### src/rvseed_cfg.svh
`ifndef RVSEED_CFG_SVH
`define RVSEED_CFG_SVH

// data path and pc width
`define XLEN 64

// instruction word width
`define ILEN 32

// register file geometry
`define REG_ADDR_WIDTH 5
`define REG_COUNT 32

// pc parked in the id/ex slot out of reset
`define RESET_PC 64'h0000_0000_8000_0000

`endif

### src/rvseed_pkg.sv
package rvseed_pkg;

    `include "rvseed_cfg.svh"

    typedef struct packed {
        logic [6:0]                 funct7;
        logic [`REG_ADDR_WIDTH-1:0] rs2;
        logic [`REG_ADDR_WIDTH-1:0] rs1;
        logic [2:0]                 funct3;
        logic [`REG_ADDR_WIDTH-1:0] rd;
        logic [6:0]                 opcode;
    } r_fmt_t;

    typedef struct packed {
        logic [11:0]                imm;
        logic [`REG_ADDR_WIDTH-1:0] rs1;
        logic [2:0]                 funct3;
        logic [`REG_ADDR_WIDTH-1:0] rd;
        logic [6:0]                 opcode;
    } i_fmt_t;

    typedef struct packed {
        logic [6:0]                 imm_hi;
        logic [`REG_ADDR_WIDTH-1:0] rs2;
        logic [`REG_ADDR_WIDTH-1:0] rs1;
        logic [2:0]                 funct3;
        logic [4:0]                 imm_lo;
        logic [6:0]                 opcode;
    } s_fmt_t;                                  // store layout, reused for b-type

    typedef union packed {
        r_fmt_t r;
        i_fmt_t i;
        s_fmt_t s;
    } inst_fmt_u;

    typedef enum logic [3:0] {
        ALU_ADD, ALU_SUB, ALU_AND, ALU_OR, ALU_XOR, ALU_SLL,
        ALU_SRL, ALU_SRA, ALU_SLT, ALU_SLTU, ALU_PASS_B
    } alu_op_e;

    typedef enum logic [2:0] {
        BR_NONE, BR_BEQ, BR_BNE, BR_BLT, BR_BGE, BR_JAL, BR_JALR
    } br_op_e;

    // bit 1 picks pc for operand a, bit 0 picks imm for operand b
    typedef enum logic [1:0] {
        SRC_REG_REG = 2'b00,
        SRC_REG_IMM = 2'b01,
        SRC_PC_IMM  = 2'b11
    } src_sel_e;

    typedef struct packed {
        logic                       valid;
        logic [`XLEN-1:0]           pc;
        logic [`XLEN-1:0]           rs1_data;
        logic [`XLEN-1:0]           rs2_data;
        logic [`XLEN-1:0]           imm;
        alu_op_e                    alu_op;
        br_op_e                     br_op;
        src_sel_e                   src_sel;
        logic                       reg_wen;
        logic [`REG_ADDR_WIDTH-1:0] rd;
        logic                       ebreak;
        logic                       illegal;
        logic [`ILEN-1:0]           inst;
    } id_ex_t;

    typedef struct packed {
        logic                       wen;
        logic [`REG_ADDR_WIDTH-1:0] rd;
        logic [`XLEN-1:0]           data;
    } wb_t;

    typedef struct packed {
        logic             taken;
        logic [`XLEN-1:0] target;
    } redirect_t;

endpackage

### src/id_ex_regs.sv
`timescale 1ns/1ps
`include "rvseed_cfg.svh"

module id_ex_regs import rvseed_pkg::*; (
    input  logic   clk,
    input  logic   rst_n,
    input  logic   stall_i,
    input  id_ex_t id_ex_i,
    output id_ex_t id_ex_o
);

    id_ex_t slot_q;

    always_ff @(posedge clk or negedge rst_n) begin
        if (!rst_n) begin
            slot_q    <= '0;
            slot_q.pc <= `RESET_PC;
        end else if (stall_i) begin
            slot_q.valid <= 1'b0;    // keep contents, turn the slot into a bubble
        end else begin
            slot_q <= id_ex_i;
        end
    end

    assign id_ex_o = slot_q;

    // a held slot must not run again in execute
    a_stall_bubble: assert property (@(posedge clk) disable iff (!rst_n)
        stall_i |=> !id_ex_o.valid);

endmodule

### config.mk
export PLATFORM = sky130hd
export DESIGN_NAME = id_ex_regs
export DESIGN_NICKNAME = d
export VERILOG_FILES = /design/src/rvseed_pkg.sv /design/src/id_ex_regs.sv
export VERILOG_INCLUDE_DIRS = /design/src
export SDC_FILE = /design/constraint.sdc
export NUM_CORES = 1
export LEC_CHECK = 0
export ABC_AREA = 1
export BUFFER_PORTS_ARGS = -buffer_cell sky130_fd_sc_hd__buf_4
export CAP_MARGIN = 20
export CELL_PAD_IN_SITES_DETAIL_PLACEMENT = 1
export CELL_PAD_IN_SITES_GLOBAL_PLACEMENT = 1
export CORE_AREA = 4 4 240 242
export DETAILED_ROUTE_END_ITERATION = 6
export DIE_AREA = 0 0 244 246
export PLACE_DENSITY_LB_ADDON = 0.2
export SKIP_LAST_GASP = 1
export SYNTH_ARGS = -nofsm -noshare
export SYNTH_HDL_FRONTEND = slang
export SYNTH_SLANG_ARGS = --single-unit
### constraint.sdc
create_clock -name clk -period 0.8 [get_ports clk]
set_input_delay 0.08 -clock clk [delete_from_list [all_inputs] [get_ports clk]]
set_output_delay 0.08 -clock clk [all_outputs]
set_load 0.1 [all_outputs]
# Word-level counts from Yosys, hierarchy flattened
# Index checks and enable logic that the tools add are counted.
# op_classes
muxes,1
# ops
operator,n
1-bit two-way mux,1
# totals
ff_bits,306
inputBits,309
output_inout_bits,306
word_cells,14

# Longest topological paths before layout
# logic_depth
depth_word,1
ltp_mapped,6
depth_no_buf,3

# Worst setup path after synthesis
# No wires, ideal clock.
# synth_timing
path_type,reg-to-reg
startpoint,"register, netlist name id_ex_o[0]"
endpoint,register slot_q (netlist bit id_ex_o[0])
setup_time_ps,68
t_arrival_ps,1088
t_required_ps,732
setup_slack_ps,-356
stages_incl_launch_ff,3
path_buffers,0
synth_period_minus_slack_ps,1156
path_cell_list,dfrtp_1 > nand2_1 > nand2_1
# synth_lines
element,line_no,rtl
end signal: assignment,id_ex_regs.sv:21,slot_q <= id_ex_i;
end: declaration,id_ex_regs.sv:12,id_ex_t slot_q;

# Worst setup path in the final report
# layout_timing
startpoint,register slot_q (netlist bit id_ex_o[272])
endpoint,output id_ex_o[272] in the netlist's numbering
# layout_lines
element,line_no,rtl
end: declaration,id_ex_regs.sv:9,output id_ex_t id_ex_o
# No word-level cell between the ends.

==> out/metrics.cfg <==
[status]
outcome = finished with violations
violations = setup timing

[placement]
portBuffers = 614
post-place-ws_ns = -0.179
detailed_place_hpwl_um = 38100
gp_congestion = 0.782

[clocking]
numCtsBuffers = 40
cts_max_level = 2
clk_pin_slew_worst_paths_ns = 0.06
tritoncts = built
cts.path.max_buffers = 3
cts_sinks = 306
clkLatencyLatePin_ns = 0.53
cts_root_buffer = clkbuf_16

[timing]
hold_ws_ns = 0.0215
rsz0062_at_grt = yes
finClkSkew_ns = 0
worst_pin_slew_ns = 0.501
hold_violations = 0
max_freq_mhz = 697
fin_crit_ns = 1.43
setup_ws_ns = -0.635
fin_crit_sh = 1.79
setup_viol = 330
drv_slew = 0
slew-limit-headroom = 0.665

[worst_setup_path]
slowest_stage = dfstp_4
crit_family = flip-flops
worst_setup_path_end_kind = primary output
worstPathRequired_ns = 0.72
worstReg2RegStart = id_ex_o[153]
r2r_slack_ns = -0.08
worstPathArrival_ns = 1.35
path_class = reg2out
path_buf_inv = 1
cp-start-kind = register
critPathMaxFanout = 2
cpPeakStageDelay_ns = 0.63
r2r_end = id_ex_o[153]
worstPathCellList = buf_12
worstRegToRegCells = 3

[floorplanning]
die_width_um = 244
core-area_mm2 = 0.0551
io_pins = 615
die_area_mm2 = 0.0600
dieHeight_um = 246
placementRows = 86
start_util = 0.211

[global_route]
grt_pass1_vias = 14800
grtUsageMet2 = 0.364
grt_pass1_wl_um = 89600
grtUsageMet3 = 0.0605
busiest_layer = met2
overflow = 0
grt_usage = 0.191
grt_max_degree = 39
use_met1 = 0.193
antenna_found_initial = 4

[power_and_ir_drop]
peakVddDrop_v = 0.00137
p_leak_nw = 12.8
fin_total_pwr_mw = 60.9
power_density_mw_per_mm2 = 2250

[worst_hold_path]
min_delay_worst_endpoint = id_ex_o[303]
hold_class = in2reg
hold-path-cell-count = 5
min_from = stall_i

[synth]
syn_avg_cell_area_um2 = 8.99
synth_area_leaders = dfrtp_1 66%, nand2_1 30%, buf_6 2.2%
seq_area_frac_synth = 0.660
ys_types = 10
ys_ff_latch = 306
synth_area_mm2 = 0.0116
yosysWarnings = 0
syn_nets = 1600
synth_area_leader_cell = dfrtp_1
yosysTopAreaCellShare = 0.657
synthCells = 1291

[route]
drtIter0Drc = 400
dr.pass1.iters = 4
vias_per_cell = 4.11
finalWirelength_um = 59200
route.detailed.drc = 0
wl_per_cell_um = 19.4
dr_total_vias = 12500
ant_nets = 0

[cells_and_area]
fill_cells = 5872
area_delta_synth_final_pct = 133
drive_above_1_share = 0.465
final_util = 0.491
largest_register_ffs = 306
final_cell_mix = 908 x nand2_1, 359 x buf_4, 326 x buf_12
fin_nets = 2577
final_common_cell = nand2_1

[run]
drv_cap = 0

-- how the worst max path moves through the flow --
| stage | startpoint | endpoint | slack [ns] | cells past startpoint |
|---|---|---|---|---|
| after floorplan | id_ex_o[305] | id_ex_o[305] | -0.16 | 0 |
| after global placement | stall_i | id_ex_o[54] | -0.17 | 5 |
| after detailed placement | stall_i | id_ex_o[212] | -0.18 | 5 |
| after CTS | id_ex_o[272] | id_ex_o[272] | -0.68 | 1 |
| after global routing | id_ex_o[272] | id_ex_o[272] | -0.68 | 1 |
| final | id_ex_o[272] | id_ex_o[272] | -0.63 | 1 |
-- through the flow --
step                      area [um^2]  instances  setup TNS, ns
final                           27000       3049        -152.70
after global placement          18500       2648         -29.86
after CTS                       26900       3034        -169.72
after global routing            27000       3049        -168.90
after floorplan                 12800       1291         -16.50
after detailed placement        18500       2648         -30.66
-- tightest hold or removal path, stage by stage --
cell and delay, ns:
buf_8 0.10, inv_8 0.09, buf_4 0.16, nand2_1 0.05
nand2_1 0.04
-- cell type report --
cell class / count / area [um^2] / area share
Antenna cell: 4 / 10.0 / 0.000370
Clock buffer: 58 / 1180 / 0.0436
Clock inverter: 13 / 228 / 0.00842
Inverter: 2 / 15.0 / 0.000555
Multi-Input combinational cell: 916 / 3460 / 0.128
Sequential cell: 306 / 8800 / 0.326
Tap cell: 748 / 936 / 0.0346
Timing Repair Buffer: 1002 / 12400 / 0.459
-- Yosys cell counts --
| library cell | number |
|---|---|
| nand2_1 | 915 |
| dfrtp_1 | 305 |
| buf_2 | 26 |
| buf_6 | 23 |
| buf_4 | 13 |
| clkbuf_1 | 5 |
| dfstp_2 | 1 |
| inv_1 | 1 |
| inv_4 | 1 |
| nor2_1 | 1 |
-- power breakdown --
group	switching, mW	leakage, nW	total [mW]	internal, mW
combinational	13.9	8.72	22.1	8.25
sequential	1.61	3.38	19.4	17.8
clock	7.28	0.685	19.4	12.2
-- cells by family after synthesis --
kind of cell           Yosys count  share of synthesized area
buffers and inverters           69                     0.0444
DFF                            306                      0.660
and+or+nand+nor                916                      0.296
-- what timing repair did --
item / 4_1_cts / 5_1_grt
setup endpoints to repair: 306 / 338
pin swaps: 0 / 2
hold buffers: 310 / 2
hold endpoints to repair: 612 / 10
buffers inserted: 5 / 14
resized for setup: 915 / 15
-- per-layer routing --
metal  routed length [um]  share of wire
met3                 4050          0.068
met2                32000           0.54
met4                 2590          0.044
met5                    0              0
met1                20600           0.35
No activity file was read; power rests on OpenSTA's default activity.
