==> src/rvseed_cfg.svh <==
`ifndef RVSEED_CFG_SVH
`define RVSEED_CFG_SVH

// data path and pc width
`define XLEN 64

// instruction word width
`define ILEN 32

// register file geometry
`define REG_ADDR_WIDTH 5
`define REG_COUNT 32

// pc parked in the id/ex slot out of reset
`define RESET_PC 64'h0000_0000_8000_0000

`endif

==> src/rvseed_pkg.sv <==
package rvseed_pkg;

    `include "rvseed_cfg.svh"

    typedef struct packed {
        logic [6:0]                 funct7;
        logic [`REG_ADDR_WIDTH-1:0] rs2;
        logic [`REG_ADDR_WIDTH-1:0] rs1;
        logic [2:0]                 funct3;
        logic [`REG_ADDR_WIDTH-1:0] rd;
        logic [6:0]                 opcode;
    } r_fmt_t;

    typedef struct packed {
        logic [11:0]                imm;
        logic [`REG_ADDR_WIDTH-1:0] rs1;
        logic [2:0]                 funct3;
        logic [`REG_ADDR_WIDTH-1:0] rd;
        logic [6:0]                 opcode;
    } i_fmt_t;

    typedef struct packed {
        logic [6:0]                 imm_hi;
        logic [`REG_ADDR_WIDTH-1:0] rs2;
        logic [`REG_ADDR_WIDTH-1:0] rs1;
        logic [2:0]                 funct3;
        logic [4:0]                 imm_lo;
        logic [6:0]                 opcode;
    } s_fmt_t;                                  // store layout, reused for b-type

    typedef union packed {
        r_fmt_t r;
        i_fmt_t i;
        s_fmt_t s;
    } inst_fmt_u;

    typedef enum logic [3:0] {
        ALU_ADD, ALU_SUB, ALU_AND, ALU_OR, ALU_XOR, ALU_SLL,
        ALU_SRL, ALU_SRA, ALU_SLT, ALU_SLTU, ALU_PASS_B
    } alu_op_e;

    typedef enum logic [2:0] {
        BR_NONE, BR_BEQ, BR_BNE, BR_BLT, BR_BGE, BR_JAL, BR_JALR
    } br_op_e;

    // bit 1 picks pc for operand a, bit 0 picks imm for operand b
    typedef enum logic [1:0] {
        SRC_REG_REG = 2'b00,
        SRC_REG_IMM = 2'b01,
        SRC_PC_IMM  = 2'b11
    } src_sel_e;

    typedef struct packed {
        logic                       valid;
        logic [`XLEN-1:0]           pc;
        logic [`XLEN-1:0]           rs1_data;
        logic [`XLEN-1:0]           rs2_data;
        logic [`XLEN-1:0]           imm;
        alu_op_e                    alu_op;
        br_op_e                     br_op;
        src_sel_e                   src_sel;
        logic                       reg_wen;
        logic [`REG_ADDR_WIDTH-1:0] rd;
        logic                       ebreak;
        logic                       illegal;
        logic [`ILEN-1:0]           inst;
    } id_ex_t;

    typedef struct packed {
        logic                       wen;
        logic [`REG_ADDR_WIDTH-1:0] rd;
        logic [`XLEN-1:0]           data;
    } wb_t;

    typedef struct packed {
        logic             taken;
        logic [`XLEN-1:0] target;
    } redirect_t;

endpackage

==> src/reg_file.sv <==
`timescale 1ns/1ps
`include "rvseed_cfg.svh"

module reg_file import rvseed_pkg::*; (
    input  logic                       clk,
    input  logic                       rst_n,
    input  logic [`REG_ADDR_WIDTH-1:0] raddr1_i,
    input  logic [`REG_ADDR_WIDTH-1:0] raddr2_i,
    output logic [`XLEN-1:0]           rdata1_o,
    output logic [`XLEN-1:0]           rdata2_o,
    input  wb_t                        wb_i
);

    logic [`XLEN-1:0] regs [`REG_COUNT];

    always_ff @(posedge clk or negedge rst_n) begin
        if (!rst_n) begin
            for (int i = 0; i < `REG_COUNT; i++) begin
                regs[i] <= '0;
            end
        end else if (wb_i.wen && (wb_i.rd != '0)) begin    // x0 stays put
            regs[wb_i.rd] <= wb_i.data;
        end
    end

    assign rdata1_o = regs[raddr1_i];    // async read, bypass is in decode
    assign rdata2_o = regs[raddr2_i];

    // x0 must never pick up a value, whatever the write port does
    a_x0_zero: assert property (@(posedge clk) disable iff (!rst_n)
        regs[0] == '0);

endmodule

==> config.mk <==
export PLATFORM = sky130hd
export DESIGN_NAME = reg_file
export DESIGN_NICKNAME = d
export VERILOG_FILES = /design/src/rvseed_pkg.sv /design/src/reg_file.sv
export VERILOG_INCLUDE_DIRS = /design/src
export SDC_FILE = /design/constraint.sdc
export NUM_CORES = 2
export LEC_CHECK = 0
export ABC_AREA = 0
export ABC_CLOCK_PERIOD_IN_PS = 2300
export BUFFER_PORTS_ARGS = -buffer_cell sky130_fd_sc_hd__buf_2
export CAP_MARGIN = 15
export CORE_AREA = 2 2 446 448
export DETAILED_ROUTE_END_ITERATION = 12
export DIE_AREA = 0 0 448 450
export PLACE_DENSITY = 0.82
export SLEW_MARGIN = 20
export SYNTH_ARGS = -nofsm -noshare
export SYNTH_HDL_FRONTEND = slang
export SYNTH_SLANG_ARGS = --single-unit
==> constraint.sdc <==
create_clock -name clk -period 2.3 [get_ports clk]
set_input_delay 0.23 -clock clk [delete_from_list [all_inputs] [get_ports clk]]
set_output_delay 0.23 -clock clk [all_outputs]
set_load 0.05 [all_outputs]
# After elaboration in Yosys (flattened, before gate mapping)
# Cells that the tools add are included.
[word_totals] ff_bits=2048 inputBits=82 output_inout_bits=128 elab_cells=51
[classes] magnitude_cmp=4 muxes=9 bitwise=3 reduce_logical=3
[ops] cell="2048-bit bitwise mux" n=1
[ops] cell="64-bit binary-select mux with 5-bit select" n=2
[ops] cell="64-bit demux with 5-bit select" n=1
[ops] cell="64-bit 2-to-1 mux" n=5
[ops] cell="6-bit >= comparator, second input constant" n=3
[ops] cell="5-bit inverter with 6-bit output" n=3
[ops] cell="6-bit by 1-bit less-than comparator with 1-bit output, second input constant" n=1
[ops] cell="5-bit nonzero test" n=1
[ops] cell="1-bit logical AND" n=2

# Depth between registers and ports, before layout
[depth] word_depth=6 ltp_mapped=9 ltp_nobuf=4

# Least setup slack after synthesis
# OpenSTA, ideal clock, no wires.
[synth_timing] path_kind="input-to-output" from="input raddr2_i[0]" to="output rdata2_o[20]" arrival_ns=2.792 required_time_ns=2.070 slack_ns=-0.722 cell_stages=8 cell_sequence="buf_2 > buf_4 > buf_4 > buf_2 > buf_4 > clkbuf_1 > a211oi_1 > o31ai_1"
[synth_via] elab_chain_len=4
[synth_lines] item="start: declaration" line_no="reg_file.sv:8" text="input logic [`REG_ADDR_WIDTH-1:0] raddr2_i,"
[synth_lines] item="5-bit inverter with 6-bit output (not written as such)" line_no="reg_file.sv:27" text="assign rdata2_o = regs[raddr2_i];"
[synth_lines] item="64-bit binary-select mux with 5-bit select" line_no="reg_file.sv:27"
[synth_lines] item="64-bit 2-to-1 mux (not written as such) (2 in a row)" line_no="reg_file.sv:27"
[synth_lines] item="end: declaration" line_no="reg_file.sv:10" text="output logic [`XLEN-1:0] rdata2_o,"
# No other way between the ends. The select of a mux whose other input is x is not followed.

# Worst setup path in the final report
[layout_timing] from="register regs[305] (netlist name)" to="output rdata1_o[49]"
[layout_via] elab_chain_len=3
[layout_lines] item="start: declaration" line_no="reg_file.sv:14" text="logic [`XLEN-1:0] regs [`REG_COUNT];"
[layout_lines] item="start signal: indexed assignment" line_no="reg_file.sv:22" text="regs[wb_i.rd] <= wb_i.data;"
[layout_lines] item="64-bit binary-select mux with 5-bit select" line_no="reg_file.sv:26" text="assign rdata1_o = regs[raddr1_i];"
[layout_lines] item="64-bit 2-to-1 mux (not written as such) (2 in a row)" line_no="reg_file.sv:26"
[layout_lines] item="end: declaration" line_no="reg_file.sv:9" text="output logic [`XLEN-1:0] rdata1_o,"
# No other way between the ends. The select of a mux whose other input is x is not followed.

==> metrics.md <==
| Metric | Value |
|---|---|
| Status | complete, but fails checks |
| Violated checks | negative setup slack |
| Req. time, crit path | a little over 2 ns |
| Min-Delay Path Class | primary input to flop |
| Routability cong. | 0.866 |
| Vias in the first global route | 72200 |
| Die Width | approximately 450 um |
| Buf/Inv on CP | 1 |
| Fin crit period | 3.01 ns |
| Peak supply drop | ~880 uV |
| Sw Ratio | 0.284 |
| CP arrival | 2.78 ns |
| Port Buffers | between 200 and 250 |
| Total wire length | 330000 um |
| Highest clock rate | 333 MHz |
| CP delay by family, top | multiplexers |
| Total GRT Usage | 0.330 |
| Sequential share of power | 0.434 |
| First-pass iteration count of the detailed router | 6 |
| Crit-path max FO | 3 |
| Reg with most FFs | regs |
| Largest net degree at the start of global routing | 146 |
| ANT nets after route | 0 |
| Tcrit/Tclk final | 1.31 |
| Internal power | 79.8 mW |
| Global-route wire length before repair | a little under 500000 um |
| Synth cell types | 30 |
| Sequential element share of the synthesized area | 0.476 |
| Slowest cell on crit path | mux4_2 |
| Final Net Count | 7000 |
| CP cell instances | mux4_2 -> mux4_2 -> mux2_4 -> buf_6 |
| Layout area overhead | 18.7% |
| Worst-margin pin slew | about 1.1 ns |
| GRT overflow | 0 |
| CP dominant cell by count | mux4_2 |
| Pwr dens | 871 mW/mm^2 |
| Worst setup EP type | output port |
| CTS H-tree depth | 4 |
| Count of mapped cells out of synthesis | 6512 |
| CTS tree | yes |
| Reg clk slew, reported paths | 0.06 ns |
| Fin. max-slew vios | 0 |
| Initial antenna violation count | 20 |
| Biggest regs | regs (2048) |
| Setup TNS | -70.44 ns |
| I/O Pins | 210 |
| Largest register FFs | around 2000 |
| Die Ht | 450 um |
| Layout cell share with drive strength beyond 1 | 0.665 |
| Final Hold Fails | 0 |
| Combinational cell fraction of total power | 0.249 |
| #FFs+latches synth | 2048 |
| Post-detail-place hpwl | 201000 um |
| Final worst slack | -0.705 ns |
| Startpoint Class | flop |
| Commonest non-fill, non-tap cell in the layout | dfrtp_1 |
| Initial core utilization | 0.548 |
| Skew final | 0 ns |
| Vias per std cell | between 7 and 8 |
| RSZ-0062 raised after global routing | true |
| Final setup viols | 128 |
| Die Area | 0.202 mm^2 |
| Largest stage delay, worst path | 0.50 ns |
| Commonest cells after routing, fill and taps aside | dfrtp_1 (2048), mux2_2 (2034), mux4_2 (1145) |
| Vias | 68500 |
| Leak | roughly 56 nW |
| # DRC | 0 |
| Synth Warn # | 0 |
| Total CTS buffers | 206 |
| Clock power frac | 0.317 |
| Avg Cell Area, Syn | 16.5 um^2 |
| Core ar. | 0.197 mm^2 |
| Psw | 31.6 mW |
| Clk sinks | 2048 |
| Max Root-Sink Buffers | 3 |
| Critical path type | flop to output port |
| Worst-Skew Late Latency | 0.84 ns |
| Syn_nets | 6594 |
| Mapped Area | 0.108 mm^2 |
| Rows | 163 |
| Routed wire per std cell | 33.8 um |
| CTS root buffer | clkbuf_16 |
| Max-slew headroom | 0.294 |
| Number of max-cap violations | 0 |
| Setup WS pre-CTS | -0.526 ns |
| Iteration-0 DRC Markers | approximately 7500 |
synthesized netlist by cell type:
cell,number,area (um^2)
nor2b_1,20,125
clkbuf_1,487,1830
a221oi_1,34,298
mux2i_1,144,1440
o31ai_1,3,22.5
mux2_2,2151,24200
and3_1,6,37.5
and2_0,2,12.5
inv_1,1,3.75
o22ai_1,60,375
and2_1,1,6.26
o22a_1,3,26.3
a211oi_1,3,22.5
a22o_1,9,78.8
nand3_1,6,30.0
mux4_2,1145,25800
nand2_1,20,75.1
nor3b_1,1,7.51
nor3_2,4,40.0
a21oi_1,9,45.0
buf_2,218,1090
buf_6,5,56.3
nor2_1,27,101
buf_1,36,135
dfrtp_1,2048,51200
nand2b_1,5,31.3
buf_4,27,203
nand4_1,2,12.5
a211o_1,9,78.8
a221o_1,26,260
worst paths after layout:
kind | depth (start not counted) | start | slack (ns) | endpoint
hold / removal | 2 | wb_i[41] | 0.05 | regs[681]
hold reg to reg | 0 | regs[2017] | 0.40 | regs[2017]
setup / recovery | 4 | regs[305] | -0.71 | rdata1_o[49]
min in group asynchronous | 3 | rst_n | 0.17 | regs[122]
setup reg to reg | 3 | regs[650] | 1.25 | regs[650]
max in group asynchronous | 3 | rst_n | 1.25 | regs[769]
cells by family (layout without fill, tap and decap cells):
family                 after synthesis  count (layout)  synth area share
DFF                               2048            2048             0.476
and+or+nand+nor                     94              94           0.00445
other                                0              12                 0
buffers and inverters              774            1351            0.0308
muxes                             3440            3440             0.478
AOI/OAI and AO/OA                  156             156            0.0112
metal layers:
layer,routed length (um),vias up,global-route usage,part of all wire
met3,31300,978,0.0744,0.095
li1,-,26400,-,-
met4,20000,6,0.173,0.061
met1,122000,37100,0.439,0.37
met5,37,-,0,0.00011
met2,156000,4011,0.510,0.47
repair_timing:
action,4_1_cts,5_1_grt
hold buffers,65,0
buffers inserted,81,44
endpoints found under the hold margin,3625,0
pin swaps,46,22
cloned,0,0
setup endpoints to repair,128,128
resized for setup,421,59
power by group through the flow:
stage	clock network, mW	registers [mW]	logic (mW)
2_1_floorplan	0	46.5	19.4
3_3_place_gp	0	47.9	24.4
3_5_place_dp	0	48.6	25.2
4_1_cts	35.5	48.0	27.3
5_1_grt	37.1	49.0	29.2
6_report	35.3	48.3	27.8
cell type report:
type / count / area, um^2
clock buffers: 286 / 5910
repair buffers: 971 / 11100
well taps: 2640 / 3300
inverters: 1 / 6.26
diodes: 12 / 30.0
clock inverters: 93 / 1150
flip-flops and latches: 2048 / 51200
multi-input cells: 3690 / 55100
fillers: 13000 / 68800
through the flow:
stage               instance area, um^2  std cells  total power, mW  hold WS [ns]   util
finish                           128000       9741              111        0.0495  0.650
global route                     128000       9740              115        0.0472  0.650
CTS                              127000       9689              111       0.00297  0.647
detailed placement               117000       9175             73.8         0.144  0.597
global placement                 117000       9175             72.3         0.144  0.597
floorplan                        109000       6512             65.9       -0.0656      -
Power figures use the tool's default switching activity.
