File: config.mk
export PLATFORM = sky130hd
export DESIGN_NAME = inst_decode
export DESIGN_NICKNAME = d
export VERILOG_FILES = /design/src/rvseed_pkg.sv /design/src/inst_decode.sv
export VERILOG_INCLUDE_DIRS = /design/src
export SDC_FILE = /design/constraint.sdc
export NUM_CORES = 1
export LEC_CHECK = 0
export BUFFER_PORTS_ARGS = -buffer_cell sky130_fd_sc_hd__buf_2
export CORE_AREA = 10 10 232 234
export DETAILED_ROUTE_END_ITERATION = 8
export DIE_AREA = 0 0 242 244
export PLACE_DENSITY = 0.3
export SLEW_MARGIN = 20
export SYNTH_ARGS = -nofsm -noshare
export SYNTH_HDL_FRONTEND = slang
export SYNTH_SLANG_ARGS = --single-unit
File: constraint.sdc
create_clock -name vclk -period 3.7
set_input_delay 0.37 -clock vclk [all_inputs]
set_output_delay 0.37 -clock vclk [all_outputs]
set_load 0.02 [all_outputs]
File: src/rvseed_cfg.svh
`ifndef RVSEED_CFG_SVH
`define RVSEED_CFG_SVH

// data path and pc width
`define XLEN 64

// instruction word width
`define ILEN 32

// register file geometry
`define REG_ADDR_WIDTH 5
`define REG_COUNT 32

// pc parked in the id/ex slot out of reset
`define RESET_PC 64'h0000_0000_8000_0000

`endif

File: src/rvseed_pkg.sv
package rvseed_pkg;

    `include "rvseed_cfg.svh"

    typedef struct packed {
        logic [6:0]                 funct7;
        logic [`REG_ADDR_WIDTH-1:0] rs2;
        logic [`REG_ADDR_WIDTH-1:0] rs1;
        logic [2:0]                 funct3;
        logic [`REG_ADDR_WIDTH-1:0] rd;
        logic [6:0]                 opcode;
    } r_fmt_t;

    typedef struct packed {
        logic [11:0]                imm;
        logic [`REG_ADDR_WIDTH-1:0] rs1;
        logic [2:0]                 funct3;
        logic [`REG_ADDR_WIDTH-1:0] rd;
        logic [6:0]                 opcode;
    } i_fmt_t;

    typedef struct packed {
        logic [6:0]                 imm_hi;
        logic [`REG_ADDR_WIDTH-1:0] rs2;
        logic [`REG_ADDR_WIDTH-1:0] rs1;
        logic [2:0]                 funct3;
        logic [4:0]                 imm_lo;
        logic [6:0]                 opcode;
    } s_fmt_t;                                  // store layout, reused for b-type

    typedef union packed {
        r_fmt_t r;
        i_fmt_t i;
        s_fmt_t s;
    } inst_fmt_u;

    typedef enum logic [3:0] {
        ALU_ADD, ALU_SUB, ALU_AND, ALU_OR, ALU_XOR, ALU_SLL,
        ALU_SRL, ALU_SRA, ALU_SLT, ALU_SLTU, ALU_PASS_B
    } alu_op_e;

    typedef enum logic [2:0] {
        BR_NONE, BR_BEQ, BR_BNE, BR_BLT, BR_BGE, BR_JAL, BR_JALR
    } br_op_e;

    // bit 1 picks pc for operand a, bit 0 picks imm for operand b
    typedef enum logic [1:0] {
        SRC_REG_REG = 2'b00,
        SRC_REG_IMM = 2'b01,
        SRC_PC_IMM  = 2'b11
    } src_sel_e;

    typedef struct packed {
        logic                       valid;
        logic [`XLEN-1:0]           pc;
        logic [`XLEN-1:0]           rs1_data;
        logic [`XLEN-1:0]           rs2_data;
        logic [`XLEN-1:0]           imm;
        alu_op_e                    alu_op;
        br_op_e                     br_op;
        src_sel_e                   src_sel;
        logic                       reg_wen;
        logic [`REG_ADDR_WIDTH-1:0] rd;
        logic                       ebreak;
        logic                       illegal;
        logic [`ILEN-1:0]           inst;
    } id_ex_t;

    typedef struct packed {
        logic                       wen;
        logic [`REG_ADDR_WIDTH-1:0] rd;
        logic [`XLEN-1:0]           data;
    } wb_t;

    typedef struct packed {
        logic             taken;
        logic [`XLEN-1:0] target;
    } redirect_t;

endpackage

File: src/inst_decode.sv
`timescale 1ns/1ps
`include "rvseed_cfg.svh"

module inst_decode import rvseed_pkg::*; (
    input  logic                       inst_valid_i,
    input  inst_fmt_u                  inst_i,
    input  logic [`XLEN-1:0]           pc_i,
    input  logic                       halt_i,
    output logic [`REG_ADDR_WIDTH-1:0] rs1_addr_o,
    output logic [`REG_ADDR_WIDTH-1:0] rs2_addr_o,
    input  logic [`XLEN-1:0]           rs1_data_i,
    input  logic [`XLEN-1:0]           rs2_data_i,
    input  wb_t                        wb_i,
    output id_ex_t                     id_ex_o
);

    localparam logic [6:0] OPC_OP     = 7'b0110011;
    localparam logic [6:0] OPC_OP_IMM = 7'b0010011;
    localparam logic [6:0] OPC_LUI    = 7'b0110111;
    localparam logic [6:0] OPC_AUIPC  = 7'b0010111;
    localparam logic [6:0] OPC_JAL    = 7'b1101111;
    localparam logic [6:0] OPC_JALR   = 7'b1100111;
    localparam logic [6:0] OPC_BRANCH = 7'b1100011;
    localparam logic [`ILEN-1:0] INST_EBREAK = 32'h0010_0073;

    logic [6:0]       opcode;
    logic [2:0]       funct3;
    logic [6:0]       funct7;
    logic [`XLEN-1:0] imm_i;
    logic [`XLEN-1:0] imm_u;
    logic [`XLEN-1:0] imm_b;
    logic [`XLEN-1:0] imm_j;
    logic             op_ok;
    logic             shift_ok;
    logic             writes_rd;
    logic             bad;

    assign opcode = inst_i.r.opcode;
    assign funct3 = inst_i.r.funct3;
    assign funct7 = inst_i.r.funct7;

    assign imm_i = {{(`XLEN-12){inst_i.i.imm[11]}}, inst_i.i.imm};
    assign imm_u = {{(`XLEN-32){inst_i.i.imm[11]}}, inst_i.i.imm, inst_i.i.rs1,
                    inst_i.i.funct3, 12'b0};
    assign imm_b = {{(`XLEN-12){inst_i.s.imm_hi[6]}}, inst_i.s.imm_lo[0],
                    inst_i.s.imm_hi[5:0], inst_i.s.imm_lo[4:1], 1'b0};
    assign imm_j = {{(`XLEN-20){inst_i.i.imm[11]}}, inst_i.i.rs1, inst_i.i.funct3,
                    inst_i.i.imm[0], inst_i.i.imm[10:1], 1'b0};    // j bits sit in i view

    // funct7 0100000 only for sub and sra, shifts keep a 6-bit shamt
    assign op_ok    = (funct7 == 7'b0) ||
                      ((funct7 == 7'b0100000) && (funct3 == 3'b000 || funct3 == 3'b101));
    assign shift_ok = (funct7[6:1] == 6'b0) ||
                      ((funct7[6:1] == 6'b010000) && (funct3 == 3'b101));

    assign rs1_addr_o = inst_i.r.rs1;
    assign rs2_addr_o = inst_i.r.rs2;

    always_comb begin
        id_ex_o          = '0;
        id_ex_o.valid    = inst_valid_i & ~halt_i;    // no new work once halted
        id_ex_o.pc       = pc_i;
        id_ex_o.rd       = inst_i.r.rd;
        id_ex_o.inst     = inst_i;
        id_ex_o.alu_op   = ALU_ADD;
        id_ex_o.br_op    = BR_NONE;
        id_ex_o.src_sel  = SRC_REG_REG;
        id_ex_o.imm      = imm_i;
        id_ex_o.rs1_data = rs1_data_i;
        id_ex_o.rs2_data = rs2_data_i;
        writes_rd        = 1'b0;
        bad              = 1'b0;

        // same-cycle bypass of the slot now in execute
        if (wb_i.wen && (wb_i.rd == rs1_addr_o) && (rs1_addr_o != '0)) begin
            id_ex_o.rs1_data = wb_i.data;
        end
        if (wb_i.wen && (wb_i.rd == rs2_addr_o) && (rs2_addr_o != '0)) begin
            id_ex_o.rs2_data = wb_i.data;
        end

        case (opcode)
            OPC_OP, OPC_OP_IMM: begin
                writes_rd = 1'b1;
                if (opcode == OPC_OP_IMM) begin
                    id_ex_o.src_sel = SRC_REG_IMM;
                    bad = (funct3 == 3'b001 || funct3 == 3'b101) && !shift_ok;
                end else begin
                    bad = !op_ok;
                end
                case (funct3)
                    3'b000: id_ex_o.alu_op = (opcode == OPC_OP && funct7[5]) ? ALU_SUB : ALU_ADD;
                    3'b001: id_ex_o.alu_op = ALU_SLL;
                    3'b010: id_ex_o.alu_op = ALU_SLT;
                    3'b011: id_ex_o.alu_op = ALU_SLTU;
                    3'b100: id_ex_o.alu_op = ALU_XOR;
                    3'b101: id_ex_o.alu_op = funct7[5] ? ALU_SRA : ALU_SRL;
                    3'b110: id_ex_o.alu_op = ALU_OR;
                    default: id_ex_o.alu_op = ALU_AND;
                endcase
            end
            OPC_LUI: begin
                writes_rd        = 1'b1;
                id_ex_o.imm      = imm_u;
                id_ex_o.src_sel  = SRC_REG_IMM;
                id_ex_o.alu_op   = ALU_PASS_B;
            end
            OPC_AUIPC: begin
                writes_rd        = 1'b1;
                id_ex_o.imm      = imm_u;
                id_ex_o.src_sel  = SRC_PC_IMM;
            end
            OPC_JAL: begin
                writes_rd        = 1'b1;
                id_ex_o.imm      = imm_j;
                id_ex_o.br_op    = BR_JAL;
            end
            OPC_JALR: begin
                writes_rd = 1'b1;
                bad       = (funct3 != 3'b000);
                if (!bad) begin
                    id_ex_o.br_op = BR_JALR;
                end
            end
            OPC_BRANCH: begin
                id_ex_o.imm = imm_b;
                case (funct3)
                    3'b000: id_ex_o.br_op = BR_BEQ;
                    3'b001: id_ex_o.br_op = BR_BNE;
                    3'b100: id_ex_o.br_op = BR_BLT;
                    3'b101: id_ex_o.br_op = BR_BGE;
                    default: bad = 1'b1;    // bltu/bgeu not supported
                endcase
            end
            default: begin
                if (inst_i == INST_EBREAK) begin
                    id_ex_o.ebreak = 1'b1;
                end else begin
                    bad = 1'b1;
                end
            end
        endcase

        id_ex_o.illegal = bad;
        id_ex_o.reg_wen = writes_rd & ~bad & (inst_i.r.rd != '0);    // x0 writes dropped here
    end

endmodule

# Word level (Yosys, flattened, before mapping)
# Cells that the tools add are included.
# totals
out_inout_bits	316
input_bits	296
ff_bits	0
# op_classes
muxes	19
eq_ne	18
bitwise	5
reduce_logical	27
# ops
operator	n
2-to-1 mux 64 bit	2
one-hot mux 31 bit (3 select lines)	1
equality test 32 x 21 -> 1 bit, second input constant	1
one-hot mux 4 bit (7 select lines)	1
equality test 7 x 6 -> 1 bit, second input constant	3
equality test 7 bit, second input constant	3
nonzero test 5 bit	3
equality test 7 x 5 -> 1 bit, second input constant	2
one-hot mux 3 bit (4 select lines)	1
equality test 5 bit	2
equality test 3 bit, second input constant	3
2-to-1 mux 1 bit	9
one-hot mux 3 bit (3 select lines)	1
logical AND 1 bit	8
one-hot mux 4 bit (2 select lines)	1
zero test 7 bit	1
OR reduction 7 bit	1
equality test 3 x 2 -> 1 bit, second input constant	2
equality test 6 x 5 -> 1 bit, second input constant	1
zero test 6 bit	1
one-hot mux 2 bit (3 select lines)	1
OR reduction 6 bit	1
logical OR 1 bit	4
one-hot mux 1 bit (4 select lines)	1
10 further kinds	15

# Depth between registers and ports, before layout
# logic_depth
depth_word	10
depth_mapped	7
mapped_depth_nobuf	4

# Worst setup path after synthesis
# No wires, ideal clock.
# synth_timing
path_kind	input port to output port
from	in inst_i[15] (netlist name)
to	out id_ex_o[187] (netlist name)
cell_stages	4
slack_ns	1.446
arrival_ns	1.884
n_path_buf	1
path_cell_list	or3_1 a211oi_4 buf_6 mux2_1
# synth_rtl
element	line	source
start: declaration	inst_decode.sv:6	input inst_fmt_u inst_i,
end: declaration	inst_decode.sv:14	output id_ex_t id_ex_o

==> results.yml <==
worst_setup_path:
  worst_ep_required_time_ns: 3.33
  cp_slowest_cell: "or3_1"
  crit_arrival_ns: 2.39
  crit_top_cell: "buf_2"
  end_kind: "output pin"
  path_cells: "buf_2 > or3_1 > o311ai_1 > nor2_4 > buf_12 > mux2_2 > buf_2"
  crit_buf_inv: 3
  critPathTopFamily: "buffers and inverters"
  worst_setup_path_start_kind: "input port"
  critPathKind: "in2out"
  slowest_delay_ns: 0.45
  path_max_fanout: 64
placed_design:
  dp.cells: 1424
  hpwl_mm: 25.1
  port_buffers: 484
  gp_congestion: 0.844
final_layout:
  utilization_pct: 11.4
  nClkBuffers: 0
  final_common_cell: "buf_2"
  flops_and_latches: 0
  finalNetCount: 1050
  drive_gt1_share_pct: 82.7
  regArea_sq_um: 0
  fin_cells: 1432
  layout_common_cells: "buf_2, mux2_2, nand2_1"
  area.growth.synth_to_final_pct: 59.6
routing:
  firstDrtPassIters: 4
  ant_nets: 0
  drc: 0
  dr.first_iter.drc_count: 102
  num_vias: 4473
  avgViaCountPerCell: 3.12
  wire_per_inst_um: 19.3
  wirelength_mm: 27.6
yosys:
  ys.warnings.count: 0
  synthAdderAreaFrac_pct: 0
  synth_area_sq_um: 3530
  yosys.area_share.xor_xnor_pct: 2.73
  synth_cells: 435
  syn_nets: 731
  yosysUniqueCellTypes: 41
  syn_avg_cell_area_sq_um: 8.11
  synth_top_family_by_area: "multiplexers"
  yosys.area_share.simple_pct: 10.0
  synth_compound_area_share_pct: 10.7
  synth.area.top_cells: "mux2_2, buf_4, a21o_1"
  ys_seq_area_share_pct: 0
  yosysTopAreaCell: "mux2_2"
  muxShareOfSynthArea_pct: 40.9
  synth_top_area_share_pct: 39.3
cts:
  cts_setup_buffers: 0
  postCtsHoldBufs: 0
  cts_resized: 0
die:
  core_area_sq_um: 49500
  die_w_um: 242
  rows: 82
  io_pins: 612
  die_area_sq_um: 59000
  die_y_um: 244
  initial_core_util_pct: 7.13
sta:
  tightest_slew_ns: 0.609
  drv_slew: 0
  final_hold_viol_count: 0
  clock.fmax_mhz: 362
  tns_ns: 0
  rsz0062_at_grt: "false"
  min_period_over_period_pct: 74.6
  setup_violations: 0
  slew_headroom_pct: 59.3
  fin_crit_ns: 2.76
pwr:
  power_leakage_nw: 2.75
  power_density_nw_per_um2: 128
  total_power_mw: 0.723
  peakVddDrop_mv: 0.0389
hold_path:
  min_path_type: "in2out"
  min_from: "pc_i[5]"
  worstHoldEndpoint: "id_ex_o[246]"
  whs_path_depth: 0
outcome:
  status: "completed"
global_routing:
  antenna_found_initial: 17
  grt_pass1_vias: 4823
  grt_pass1_wl_mm: 37.5
  gr-total-overflow: 0
  grt_max_degree: 65
  grt_util_all_layers_pct: 8.45
job:
  max_cap_violations: 0
## kinds of logic (layout without fill, tap and decap cells)
kind of cell | after synthesis | count (layout)
buf+inv | 175 | 492
mux | 128 | 128
simple gates | 68 | 68
compound gates | 53 | 53
xor+xnor | 11 | 11
other cells | 0 | 8
## cell type report
class	instances	area [sq um]
timing repair buffer	487	2470
inverter	5	18.8
antenna	8	20.0
tap	672	841
fill	5806	43800
multi-input combinational	260	2280
## stage by stage
stage	worst slack (ns)	area [sq um]	hold WS [ns]
floorplan	1.45	3530	0.818
global placement	0.920	5610	0.740
detailed placement	0.933	5610	0.740
CTS	0.937	5610	0.740
global route	0.867	5620	0.740
finish	0.941	5630	0.740
## report_power, final
group          switching [mW]  leakage (nW)  internal [mW]
Sequential                  0             0              0
Clock                       0     0.0000507    0.000000256
Combinational           0.438          2.75          0.285
Total                   0.438          2.75          0.285
## synthesized netlist by cell type, drive strengths merged (2+ instances only)
master  count
nand3       4
mux2      128
or3         3
o21ai      10
nor3        4
and3        4
xor2        2
inv         5
a21o       13
xnor2       9
or4         3
nor2       12
nor2b       3
nor4        2
buf       159
and2        8
clkbuf     11
a21oi       9
nand2      18
a22oi       2
o211ai      2
a31o        8
## worst max-delay path by stage
stage	from	end	slack, ns	cells after the start
finish	inst_i[21]	id_ex_o[162]	0.94	7
global route	inst_i[21]	id_ex_o[162]	0.87	7
CTS	inst_i[21]	id_ex_o[162]	0.94	7
detailed placement	inst_i[21]	id_ex_o[119]	0.93	7
global placement	inst_i[21]	id_ex_o[119]	0.92	7
floorplan	inst_i[15]	id_ex_o[187]	1.45	4
## routing by layer
layer,track usage [%],vias to the layer above,wire length (um)
li1,-,2022,-
met1,9.41,2034,10500
met2,15.2,385,14000
met3,2.99,32,2750
met4,1.90,0,402
met5,0,-,0
Note: power is estimated with default switching activity, not from simulation.
