File: src/rvseed_cfg.svh
`ifndef RVSEED_CFG_SVH
`define RVSEED_CFG_SVH

// data path and pc width
`define XLEN 64

// instruction word width
`define ILEN 32

// register file geometry
`define REG_ADDR_WIDTH 5
`define REG_COUNT 32

// pc parked in the id/ex slot out of reset
`define RESET_PC 64'h0000_0000_8000_0000

`endif

File: src/rvseed_pkg.sv
package rvseed_pkg;

    `include "rvseed_cfg.svh"

    typedef struct packed {
        logic [6:0]                 funct7;
        logic [`REG_ADDR_WIDTH-1:0] rs2;
        logic [`REG_ADDR_WIDTH-1:0] rs1;
        logic [2:0]                 funct3;
        logic [`REG_ADDR_WIDTH-1:0] rd;
        logic [6:0]                 opcode;
    } r_fmt_t;

    typedef struct packed {
        logic [11:0]                imm;
        logic [`REG_ADDR_WIDTH-1:0] rs1;
        logic [2:0]                 funct3;
        logic [`REG_ADDR_WIDTH-1:0] rd;
        logic [6:0]                 opcode;
    } i_fmt_t;

    typedef struct packed {
        logic [6:0]                 imm_hi;
        logic [`REG_ADDR_WIDTH-1:0] rs2;
        logic [`REG_ADDR_WIDTH-1:0] rs1;
        logic [2:0]                 funct3;
        logic [4:0]                 imm_lo;
        logic [6:0]                 opcode;
    } s_fmt_t;                                  // store layout, reused for b-type

    typedef union packed {
        r_fmt_t r;
        i_fmt_t i;
        s_fmt_t s;
    } inst_fmt_u;

    typedef enum logic [3:0] {
        ALU_ADD, ALU_SUB, ALU_AND, ALU_OR, ALU_XOR, ALU_SLL,
        ALU_SRL, ALU_SRA, ALU_SLT, ALU_SLTU, ALU_PASS_B
    } alu_op_e;

    typedef enum logic [2:0] {
        BR_NONE, BR_BEQ, BR_BNE, BR_BLT, BR_BGE, BR_JAL, BR_JALR
    } br_op_e;

    // bit 1 picks pc for operand a, bit 0 picks imm for operand b
    typedef enum logic [1:0] {
        SRC_REG_REG = 2'b00,
        SRC_REG_IMM = 2'b01,
        SRC_PC_IMM  = 2'b11
    } src_sel_e;

    typedef struct packed {
        logic                       valid;
        logic [`XLEN-1:0]           pc;
        logic [`XLEN-1:0]           rs1_data;
        logic [`XLEN-1:0]           rs2_data;
        logic [`XLEN-1:0]           imm;
        alu_op_e                    alu_op;
        br_op_e                     br_op;
        src_sel_e                   src_sel;
        logic                       reg_wen;
        logic [`REG_ADDR_WIDTH-1:0] rd;
        logic                       ebreak;
        logic                       illegal;
        logic [`ILEN-1:0]           inst;
    } id_ex_t;

    typedef struct packed {
        logic                       wen;
        logic [`REG_ADDR_WIDTH-1:0] rd;
        logic [`XLEN-1:0]           data;
    } wb_t;

    typedef struct packed {
        logic             taken;
        logic [`XLEN-1:0] target;
    } redirect_t;

endpackage

File: src/alu_exec.sv
`timescale 1ns/1ps
`include "rvseed_cfg.svh"

module alu_exec import rvseed_pkg::*; (
    input  logic                       clk,
    input  logic                       rst_n,
    input  id_ex_t                     id_ex_i,
    output wb_t                        wb_o,
    output logic                       result_valid_o,
    output logic [`REG_ADDR_WIDTH-1:0] result_rd_o,
    output logic [`XLEN-1:0]           result_data_o,
    output redirect_t                  redirect_o,
    output logic                       illegal_o,
    output logic [`ILEN-1:0]           illegal_inst_o,
    output logic                       halt_o
);

    logic             live;
    logic [`XLEN-1:0] op_a;
    logic [`XLEN-1:0] op_b;
    logic [5:0]       shamt;
    logic [`XLEN-1:0] alu_res;
    logic [`XLEN-1:0] jalr_sum;
    logic [`XLEN-1:0] target;
    logic             is_jump;
    logic             taken;
    logic             redir_q;
    logic [`XLEN-1:0] target_q;

    assign live    = id_ex_i.valid & ~halt_o;    // slot squashed after ebreak
    assign op_a    = (id_ex_i.src_sel == SRC_PC_IMM) ? id_ex_i.pc : id_ex_i.rs1_data;
    assign op_b    = (id_ex_i.src_sel == SRC_REG_REG) ? id_ex_i.rs2_data : id_ex_i.imm;
    assign shamt   = op_b[5:0];
    assign is_jump = (id_ex_i.br_op == BR_JAL) || (id_ex_i.br_op == BR_JALR);

    always_comb begin
        case (id_ex_i.alu_op)
            ALU_SUB:    alu_res = op_a - op_b;
            ALU_AND:    alu_res = op_a & op_b;
            ALU_OR:     alu_res = op_a | op_b;
            ALU_XOR:    alu_res = op_a ^ op_b;
            ALU_SLL:    alu_res = op_a << shamt;
            ALU_SRL:    alu_res = op_a >> shamt;
            ALU_SRA:    alu_res = $signed(op_a) >>> shamt;
            ALU_SLT:    alu_res = {{(`XLEN-1){1'b0}}, $signed(op_a) < $signed(op_b)};
            ALU_SLTU:   alu_res = {{(`XLEN-1){1'b0}}, op_a < op_b};
            ALU_PASS_B: alu_res = op_b;    // lui
            default:    alu_res = op_a + op_b;
        endcase
    end

    always_comb begin
        case (id_ex_i.br_op)
            BR_BEQ:           taken = (id_ex_i.rs1_data == id_ex_i.rs2_data);
            BR_BNE:           taken = (id_ex_i.rs1_data != id_ex_i.rs2_data);
            BR_BLT:           taken = $signed(id_ex_i.rs1_data) < $signed(id_ex_i.rs2_data);
            BR_BGE:           taken = $signed(id_ex_i.rs1_data) >= $signed(id_ex_i.rs2_data);
            BR_JAL, BR_JALR:  taken = 1'b1;
            default:          taken = 1'b0;
        endcase
    end

    assign jalr_sum = id_ex_i.rs1_data + id_ex_i.imm;
    assign target   = (id_ex_i.br_op == BR_JALR) ? {jalr_sum[`XLEN-1:1], 1'b0}
                                                 : id_ex_i.pc + id_ex_i.imm;

    assign wb_o.wen  = live & id_ex_i.reg_wen;
    assign wb_o.rd   = id_ex_i.rd;
    assign wb_o.data = is_jump ? id_ex_i.pc + 4 : alu_res;    // link is pc+4

    always_ff @(posedge clk or negedge rst_n) begin
        if (!rst_n) begin
            result_valid_o <= 1'b0;
            redir_q        <= 1'b0;
            illegal_o      <= 1'b0;
            halt_o         <= 1'b0;
        end else begin
            result_valid_o <= wb_o.wen;
            redir_q        <= live & taken;
            illegal_o      <= live & id_ex_i.illegal;
            if (live && id_ex_i.ebreak) begin
                halt_o <= 1'b1;    // sticky until reset
            end
        end
    end

    always_ff @(posedge clk) begin
        if (wb_o.wen) begin
            result_rd_o   <= wb_o.rd;
            result_data_o <= wb_o.data;
        end
        if (live && taken) begin
            target_q <= target;
        end
        if (live && id_ex_i.illegal) begin
            illegal_inst_o <= id_ex_i.inst;
        end
    end

    assign redirect_o.taken  = redir_q;
    assign redirect_o.target = target_q;

    // decode must clear br_op on an illegal word
    a_redir_vs_illegal: assert property (@(posedge clk) disable iff (!rst_n)
        !(redirect_o.taken && illegal_o));

    a_no_x0_write: assert property (@(posedge clk) disable iff (!rst_n)
        wb_o.wen |-> (wb_o.rd != '0));

endmodule

File: config.mk
export PLATFORM = sky130hd
export DESIGN_NAME = alu_exec
export DESIGN_NICKNAME = d
export VERILOG_FILES = /design/src/rvseed_pkg.sv /design/src/alu_exec.sv
export VERILOG_INCLUDE_DIRS = /design/src
export SDC_FILE = /design/constraint.sdc
export NUM_CORES = 2
export LEC_CHECK = 0
export ABC_AREA = 1
export BUFFER_PORTS_ARGS = -buffer_cell sky130_fd_sc_hd__buf_2
export CORE_ASPECT_RATIO = 1.25
export CORE_MARGIN = 1.5
export CORE_UTILIZATION = 50
export DETAILED_ROUTE_END_ITERATION = 8
export PLACE_DENSITY = 0.7
export SLEW_MARGIN = 5
export SYNTH_ARGS = -nofsm -noshare
export SYNTH_HDL_FRONTEND = slang
export SYNTH_SLANG_ARGS = --single-unit
export TNS_END_PERCENT = 20
File: constraint.sdc
create_clock -name clk -period 13.1 [get_ports clk]
set_input_delay 2.62 -clock clk [delete_from_list [all_inputs] [get_ports clk]]
set_output_delay 2.62 -clock clk [all_outputs]
set_load 0.05 [all_outputs]
==> results of run 1 <==
[metal layers]
| layer | global-route usage | overflow |
|---|---|---|
| met4 | 0.6351 | 4 |
| met2 | 0.8883 | 4 |
| met3 | 0.4223 | 0 |
| met5 | 0.07189 | 0 |
| met1 | 0.6809 | 0 |
[cell families after synthesis]
kind of cell,after synthesis
XOR/XNOR,78
flip-flops,169
buffers and inverters,1418
AO/OA/AOI/OAI,1553
AND/OR/NAND/NOR,4163
adder cells (fa/ha/maj),386
multiplexers,1
[synthesized netlist by cell type (all sizes together), types with 2 or more instances]
master      n
a31o        2
clkbuf    137
o21ai     639
o22ai      29
a21boi     27
clkinv      3
a221oi     33
a2111oi     2
nand3b     22
nand2    2051
o211ai     41
a21o       37
ha        383
edfxtp    165
a21oi     601
buf       162
nor4       32
nand3    1113
o221ai      4
a31oi      37
fa          3
or2        21
nor3       82
o31ai       3
dfrtp       4
o21a       24
xor2       62
xnor2      16
and3        7
nor2      736
a211oi     17
inv      1116
nand4      83
o21bai     49
and2       13
[metrics by stage]
| step | hold WS [ns] | utilization |
|---|---|---|
| 4_1_cts | 0.4962 | 0.5515 |
| 3_5_place_dp | 0.4753 | 0.5440 |
| 3_3_place_gp | 0.4627 | 0.5440 |
| 2_1_floorplan | 0.7658 | - |
==> run_results.csv, run 1 <==
group,metric,value,unit
run_status,status,"stopped before the end",
run_status,lastStage,"5_1_grt",
run_status,error,"[ERROR GRT-0116] Global routing finished with congestion. Check the congestion regions in the DRC Viewer.",
logic_synthesis,synth_xor_area_frac,0.01598,
die,num_rows,119,
logic_synthesis,synth_edf_count,165,
global_routing,grt_max_degree,134,
die,ios,547,
place,placedCellCount,9158,
logic_synthesis,muxShareOfSynthArea,0.0002341,
place,placedInstanceArea,45930,um^2
die,die_y,330.0,um
place,numPortBuffers,546,
logic_synthesis,syn_avg_cell_area,5.505,um^2
logic_synthesis,yosysTopAreaCellShare,0.1791,
logic_synthesis,netlist_area,42760,um^2
place,place_ws,2.418,ns
global_routing,grt_pass1_vias,59740,
global_routing,grt_pass1_wl,414800,um
clock_tree,cts_buffers,17,
logic_synthesis,synth_compound_area_frac,0.2045,
clock_tree,clock-sinks,169,
clock_tree,cts_max_path_buffers,2,
global_routing,grtUsageTotal,0.6595,
clock_tree,cts_setup_buffers,0,
logic_synthesis,synth_fa_ha_area_frac,0.1135,
place,place_hpwl,220200,um
logic_synthesis,yosysUniqueCellTypes,66,
place,place.gp.congestion,1.284,
die,die_width,264.6,um
logic_synthesis,synth_top_family_by_area,"simple AND/OR/NAND/NOR gates",
clock_tree,postCtsHoldBufs,0,
global_routing,gr-total-overflow,8,
clock_tree,cts_resized,0,
clock_tree,h-tree-depth,4,
logic_synthesis,synth_warnings,0,
logic_synthesis,synthCells,7768,
logic_synthesis,synth_top_area_cell,"nand2_1",
logic_synthesis,synthTopCellsByArea,"nand2_1 18%, nand3_1 13%, edfxtp_1 12%",
logic_synthesis,yosys_most_used_dff,"edfxtp_1",
clock_tree,clock-root-buffer,"clkbuf_16",
logic_synthesis,synth.ff_latch_count,169,
die,start_util,0.5065,
logic_synthesis,synthArstFlopShare,0.02367,
logic_synthesis,synth_simple_gate_area_frac,0.4148,
logic_synthesis,ys_seq_area_frac,0.1182,
logic_synthesis,synth_fp_nets,8462,
==> run 2: changes to the inputs <==
--- a/config.mk
+++ b/config.mk
@@ -8,11 +8,10 @@
 export LEC_CHECK = 0
 export ABC_AREA = 1
 export BUFFER_PORTS_ARGS = -buffer_cell sky130_fd_sc_hd__buf_2
-export CORE_ASPECT_RATIO = 1.25
 export CORE_MARGIN = 1.5
-export CORE_UTILIZATION = 50
+export CORE_UTILIZATION = 35
 export DETAILED_ROUTE_END_ITERATION = 8
-export PLACE_DENSITY = 0.7
+export PLACE_DENSITY_LB_ADDON = 0.15
 export SLEW_MARGIN = 5
 export SYNTH_ARGS = -nofsm -noshare
 export SYNTH_HDL_FRONTEND = slang
==> run 2 against run 1 <==
The flow now finishes, with violations (capacitance limit, slew limit). Area after synthesis stayed put. Synthesized cell count stayed put.
==> run_results.csv, run 2 <==
group,metric,value,unit
finish,final_common_cell,"nand2_1",
run_status,status,"finished, violations left",
setup_path,regToRegStartpoint,"halt_o",
die,start_util,0.3518,
power_and_ir_drop,power_density,87.86,nW/um^2
clock_tree,cts_tree,"yes",
route,post_drt_wl_per_cell,32.90,um
route,wl_met3,37410,um
clock_tree,h-tree-depth,4,
logic_synthesis,synth_fp_nets,8462,
run_status,violations,"capacitance limit, slew limit",
clock_tree,cts_setup_buffers,0,
setup_path,rrSetupSlack,10.64,ns
die,die_width,352.5,um
setup_path,crit_arrival,9.49,ns
global_routing,grt_max_degree,134,
logic_synthesis,synth.ff_latch_count,169,
die,die_y,352.5,um
global_routing,grt_pass1_vias,56240,
route,vias,60230,
place,place_ws,1.397,ns
power_and_ir_drop,seqPwrFrac,0.146,
logic_synthesis,synth_warnings,0,
finish,final_cell_mix,"2038 x nand2_1, 1109 x nand3_1, 1095 x inv_1",
setup_path,cpMaxStageDelayCell,"nor2_8",
global_routing,grtUsageTotal,0.4959,
min_path,min_path_type,"reg2reg",
power_and_ir_drop,power_leakage,23.67,nW
finish,largestRegisters,"result_data_o (64), target_q (64), illegal_inst_o (32)",
die,design.core.area,121600,um^2
setup_path,cp-startpoint,"id_ex_i[41]",
setup_path,cp-end-kind,"output port",
power_and_ir_drop,cellInternalPower,1.564,mW
timing,finalCritPeriodShare,0.9247,
route,wl_met1,117700,um
place,place.gp.congestion,1.212,
timing,setup_slack,0.9862,ns
finish,final_area,47580,um^2
clock_tree,clock-sinks,169,
place,numPortBuffers,546,
die,num_rows,128,
logic_synthesis,yosys-top-cells-count,"2040 x nand2_1, 1109 x nand3_1, 1097 x inv_1",
setup_path,cp_num_cells,21,
logic_synthesis,synthArstFlopShare,0.02367,
setup_path,r2r_end,"result_data_o[35]",
timing,tightestPinTransition,1.617,ns
logic_synthesis,netlist_area,42760,um^2
finish,seq_area,5055,um^2
setup_path,path_class,"in2out",
timing,hold_viol_final,0,
timing,tns,0,ns
timing,fin_hold_ws,0.4829,ns
setup_path,path_cells,"buf_2, nor2_8, buf_4, nand2_1, o21a_4, inv_4, ha_1, inv_1, o21ai_0, o21ai_0, nand2_1, nand2_1, nand2_1, nand2_1, nand3_1, nand3_1, nand2_1, o21ai_0, nor2_1, nor2_1, buf_2",
finish,fillCellCount,14000,
finish,final_nets,8817,
power_and_ir_drop,clockPowerShare,0.139,
die,dieArea,124300,um^2
logic_synthesis,ys_seq_area_frac,0.1182,
clock_tree,cts_buffers,17,
finish,area_delta_synth_final,11.28,%
route,postRouteAntennaNets,0,
global_routing,gr-total-overflow,0,
die,ios,547,
logic_synthesis,yosysUniqueCellTypes,66,
setup_path,worst_path_largest_cell_delay,1.03,ns
timing,post-route-min-period,12.11,ns
timing,finalMaxSlewViolations,3,
logic_synthesis,synthCells,7768,
route,drtPass1Iterations,8,
power_and_ir_drop,swShare,0.6258,
logic_synthesis,yosysTopAreaCellShare,0.1791,
clock_tree,clkTransAtPathRegs,0.07,ns
power_and_ir_drop,peakVddDrop,130.9,uV
logic_synthesis,yosys_most_used_dff,"edfxtp_1",
clock_tree,clock-root-buffer,"clkbuf_16",
power_and_ir_drop,p_comb_frac,0.715,
global_routing,grt_pass1_wl,431900,um
power_and_ir_drop,p_switching,2.616,mW
clock_tree,postCtsHoldBufs,0,
place,place_hpwl,271900,um
route,vias_per_cell,6.149,
route,top_layer_used,"met5",
global_routing,antenna_found_initial,50,
timing,relSlewSlack,-0.08928,
setup_path,cp-start-kind,"input port",
setup_path,worst_path_most_repeated_cell,"nand2_1",
finish,multi_input_area,32130,um^2
clock_tree,clk-insertion-delay-late,0.58,ns
route,route.detailed.drc,0,
logic_synthesis,synth_edf_count,165,
timing,fin_skew,0.04852,ns
logic_synthesis,synth_most_common_cell,"nand2_1",
job,maxCapViolCount,1,
timing,setup_viol,0,
logic_synthesis,synth_top_area_cell,"nand2_1",
logic_synthesis,synthTopCellsByArea,"nand2_1 18%, nand3_1 13%, edfxtp_1 12%",
setup_path,endpoint,"wb_o[52]",
timing,rsz0062_at_grt,"false",
setup_path,path_max_fanout,81,
setup_path,reg2reg_depth,5,
clock_tree,cts_max_path_buffers,2,
logic_synthesis,syn_avg_cell_area,5.505,um^2
route,wl_met2,137000,um
setup_path,critPathRequiredTime,10.48,ns
setup_path,crit_buf_inv,5,
route,finalWirelength,322200,um
clock_tree,cts_resized,0,
route,drt_iter0_drc,9311,
finish,drive_gt1_frac,0.09931,
setup_path,cp_top_family,"simple AND/OR/NAND/NOR gates",
timing,max_freq,82.55,MHz
place,placedInstanceArea,46890,um^2
-- run 2: cell counts after synthesis --
No cell type changed its count.
-- run 2: layout make-up --
class,instances,share of cell area
antenna,35,0.001841
timing repair buffer,635,0.07278
multi-input combinational,6181,0.6753
sequential,169,0.1062
tap,1625,0.04273
clock buffer,17,0.008940
inverter,1119,0.08845
clock inverter,15,0.003734
-- run 2: layer usage --
layer | vias up | track usage
met5 | - | 0
met4 | 18 | 0.3878
met3 | 982 | 0.1355
met2 | 4281 | 0.7577
met1 | 28400 | 0.5864
li1 | 26550 | -
-- run 2: worst min path at each step --
| stage | startpoint | to | slack (ns) | cells after the start |
|---|---|---|---|---|
| after floorplan | halt_o | halt_o | 0.77 | 2 |
| after CTS | halt_o | halt_o | 0.48 | 2 |
| after detailed placement | halt_o | halt_o | 0.47 | 2 |
| final | halt_o | halt_o | 0.48 | 2 |
| after global routing | halt_o | halt_o | 0.54 | 2 |
| after global placement | halt_o | halt_o | 0.46 | 2 |
-- run 2: kinds of logic after synthesis --
kind of cell / share of synthesized area
adder cells (fa/ha/maj): 0.1135
AND/OR/NAND/NOR: 0.4148
AO/OA/AOI/OAI: 0.2045
XOR/XNOR: 0.01598
multiplexers: 0.0002341
flip-flops: 0.1182
buffers and inverters: 0.1328
-- run 2: worst reg2reg max path, stage by stage, from the launching register on --
cell and delay [ns]:
dfrtp_1 0.37, inv_1 0.07, nand2_1 0.18, nor2_4 0.17, buf_4 0.51, buf_4 0.74
-- run 2: power by group through the flow --
stage	registers [mW]	clock network (mW)	logic, mW
6_report	0.611	0.579	2.99
5_1_grt	0.611	0.594	3.09
3_5_place_dp	0.624	0	2.80
4_1_cts	0.611	0.579	2.82
2_1_floorplan	0.624	0	1.65
3_3_place_gp	0.624	0	2.81
-- run 2: per-stage QoR --
stage               utilization  std cells  total power [mW]
finish                   0.3915       9796             4.181
detailed placement       0.3857       9729             3.428
global route             0.3911       9778             4.298
global placement         0.3857       9729             3.438
CTS                      0.3907       9761             4.008
floorplan                     -       7768             2.275
(Power assumes the default switching activity.)
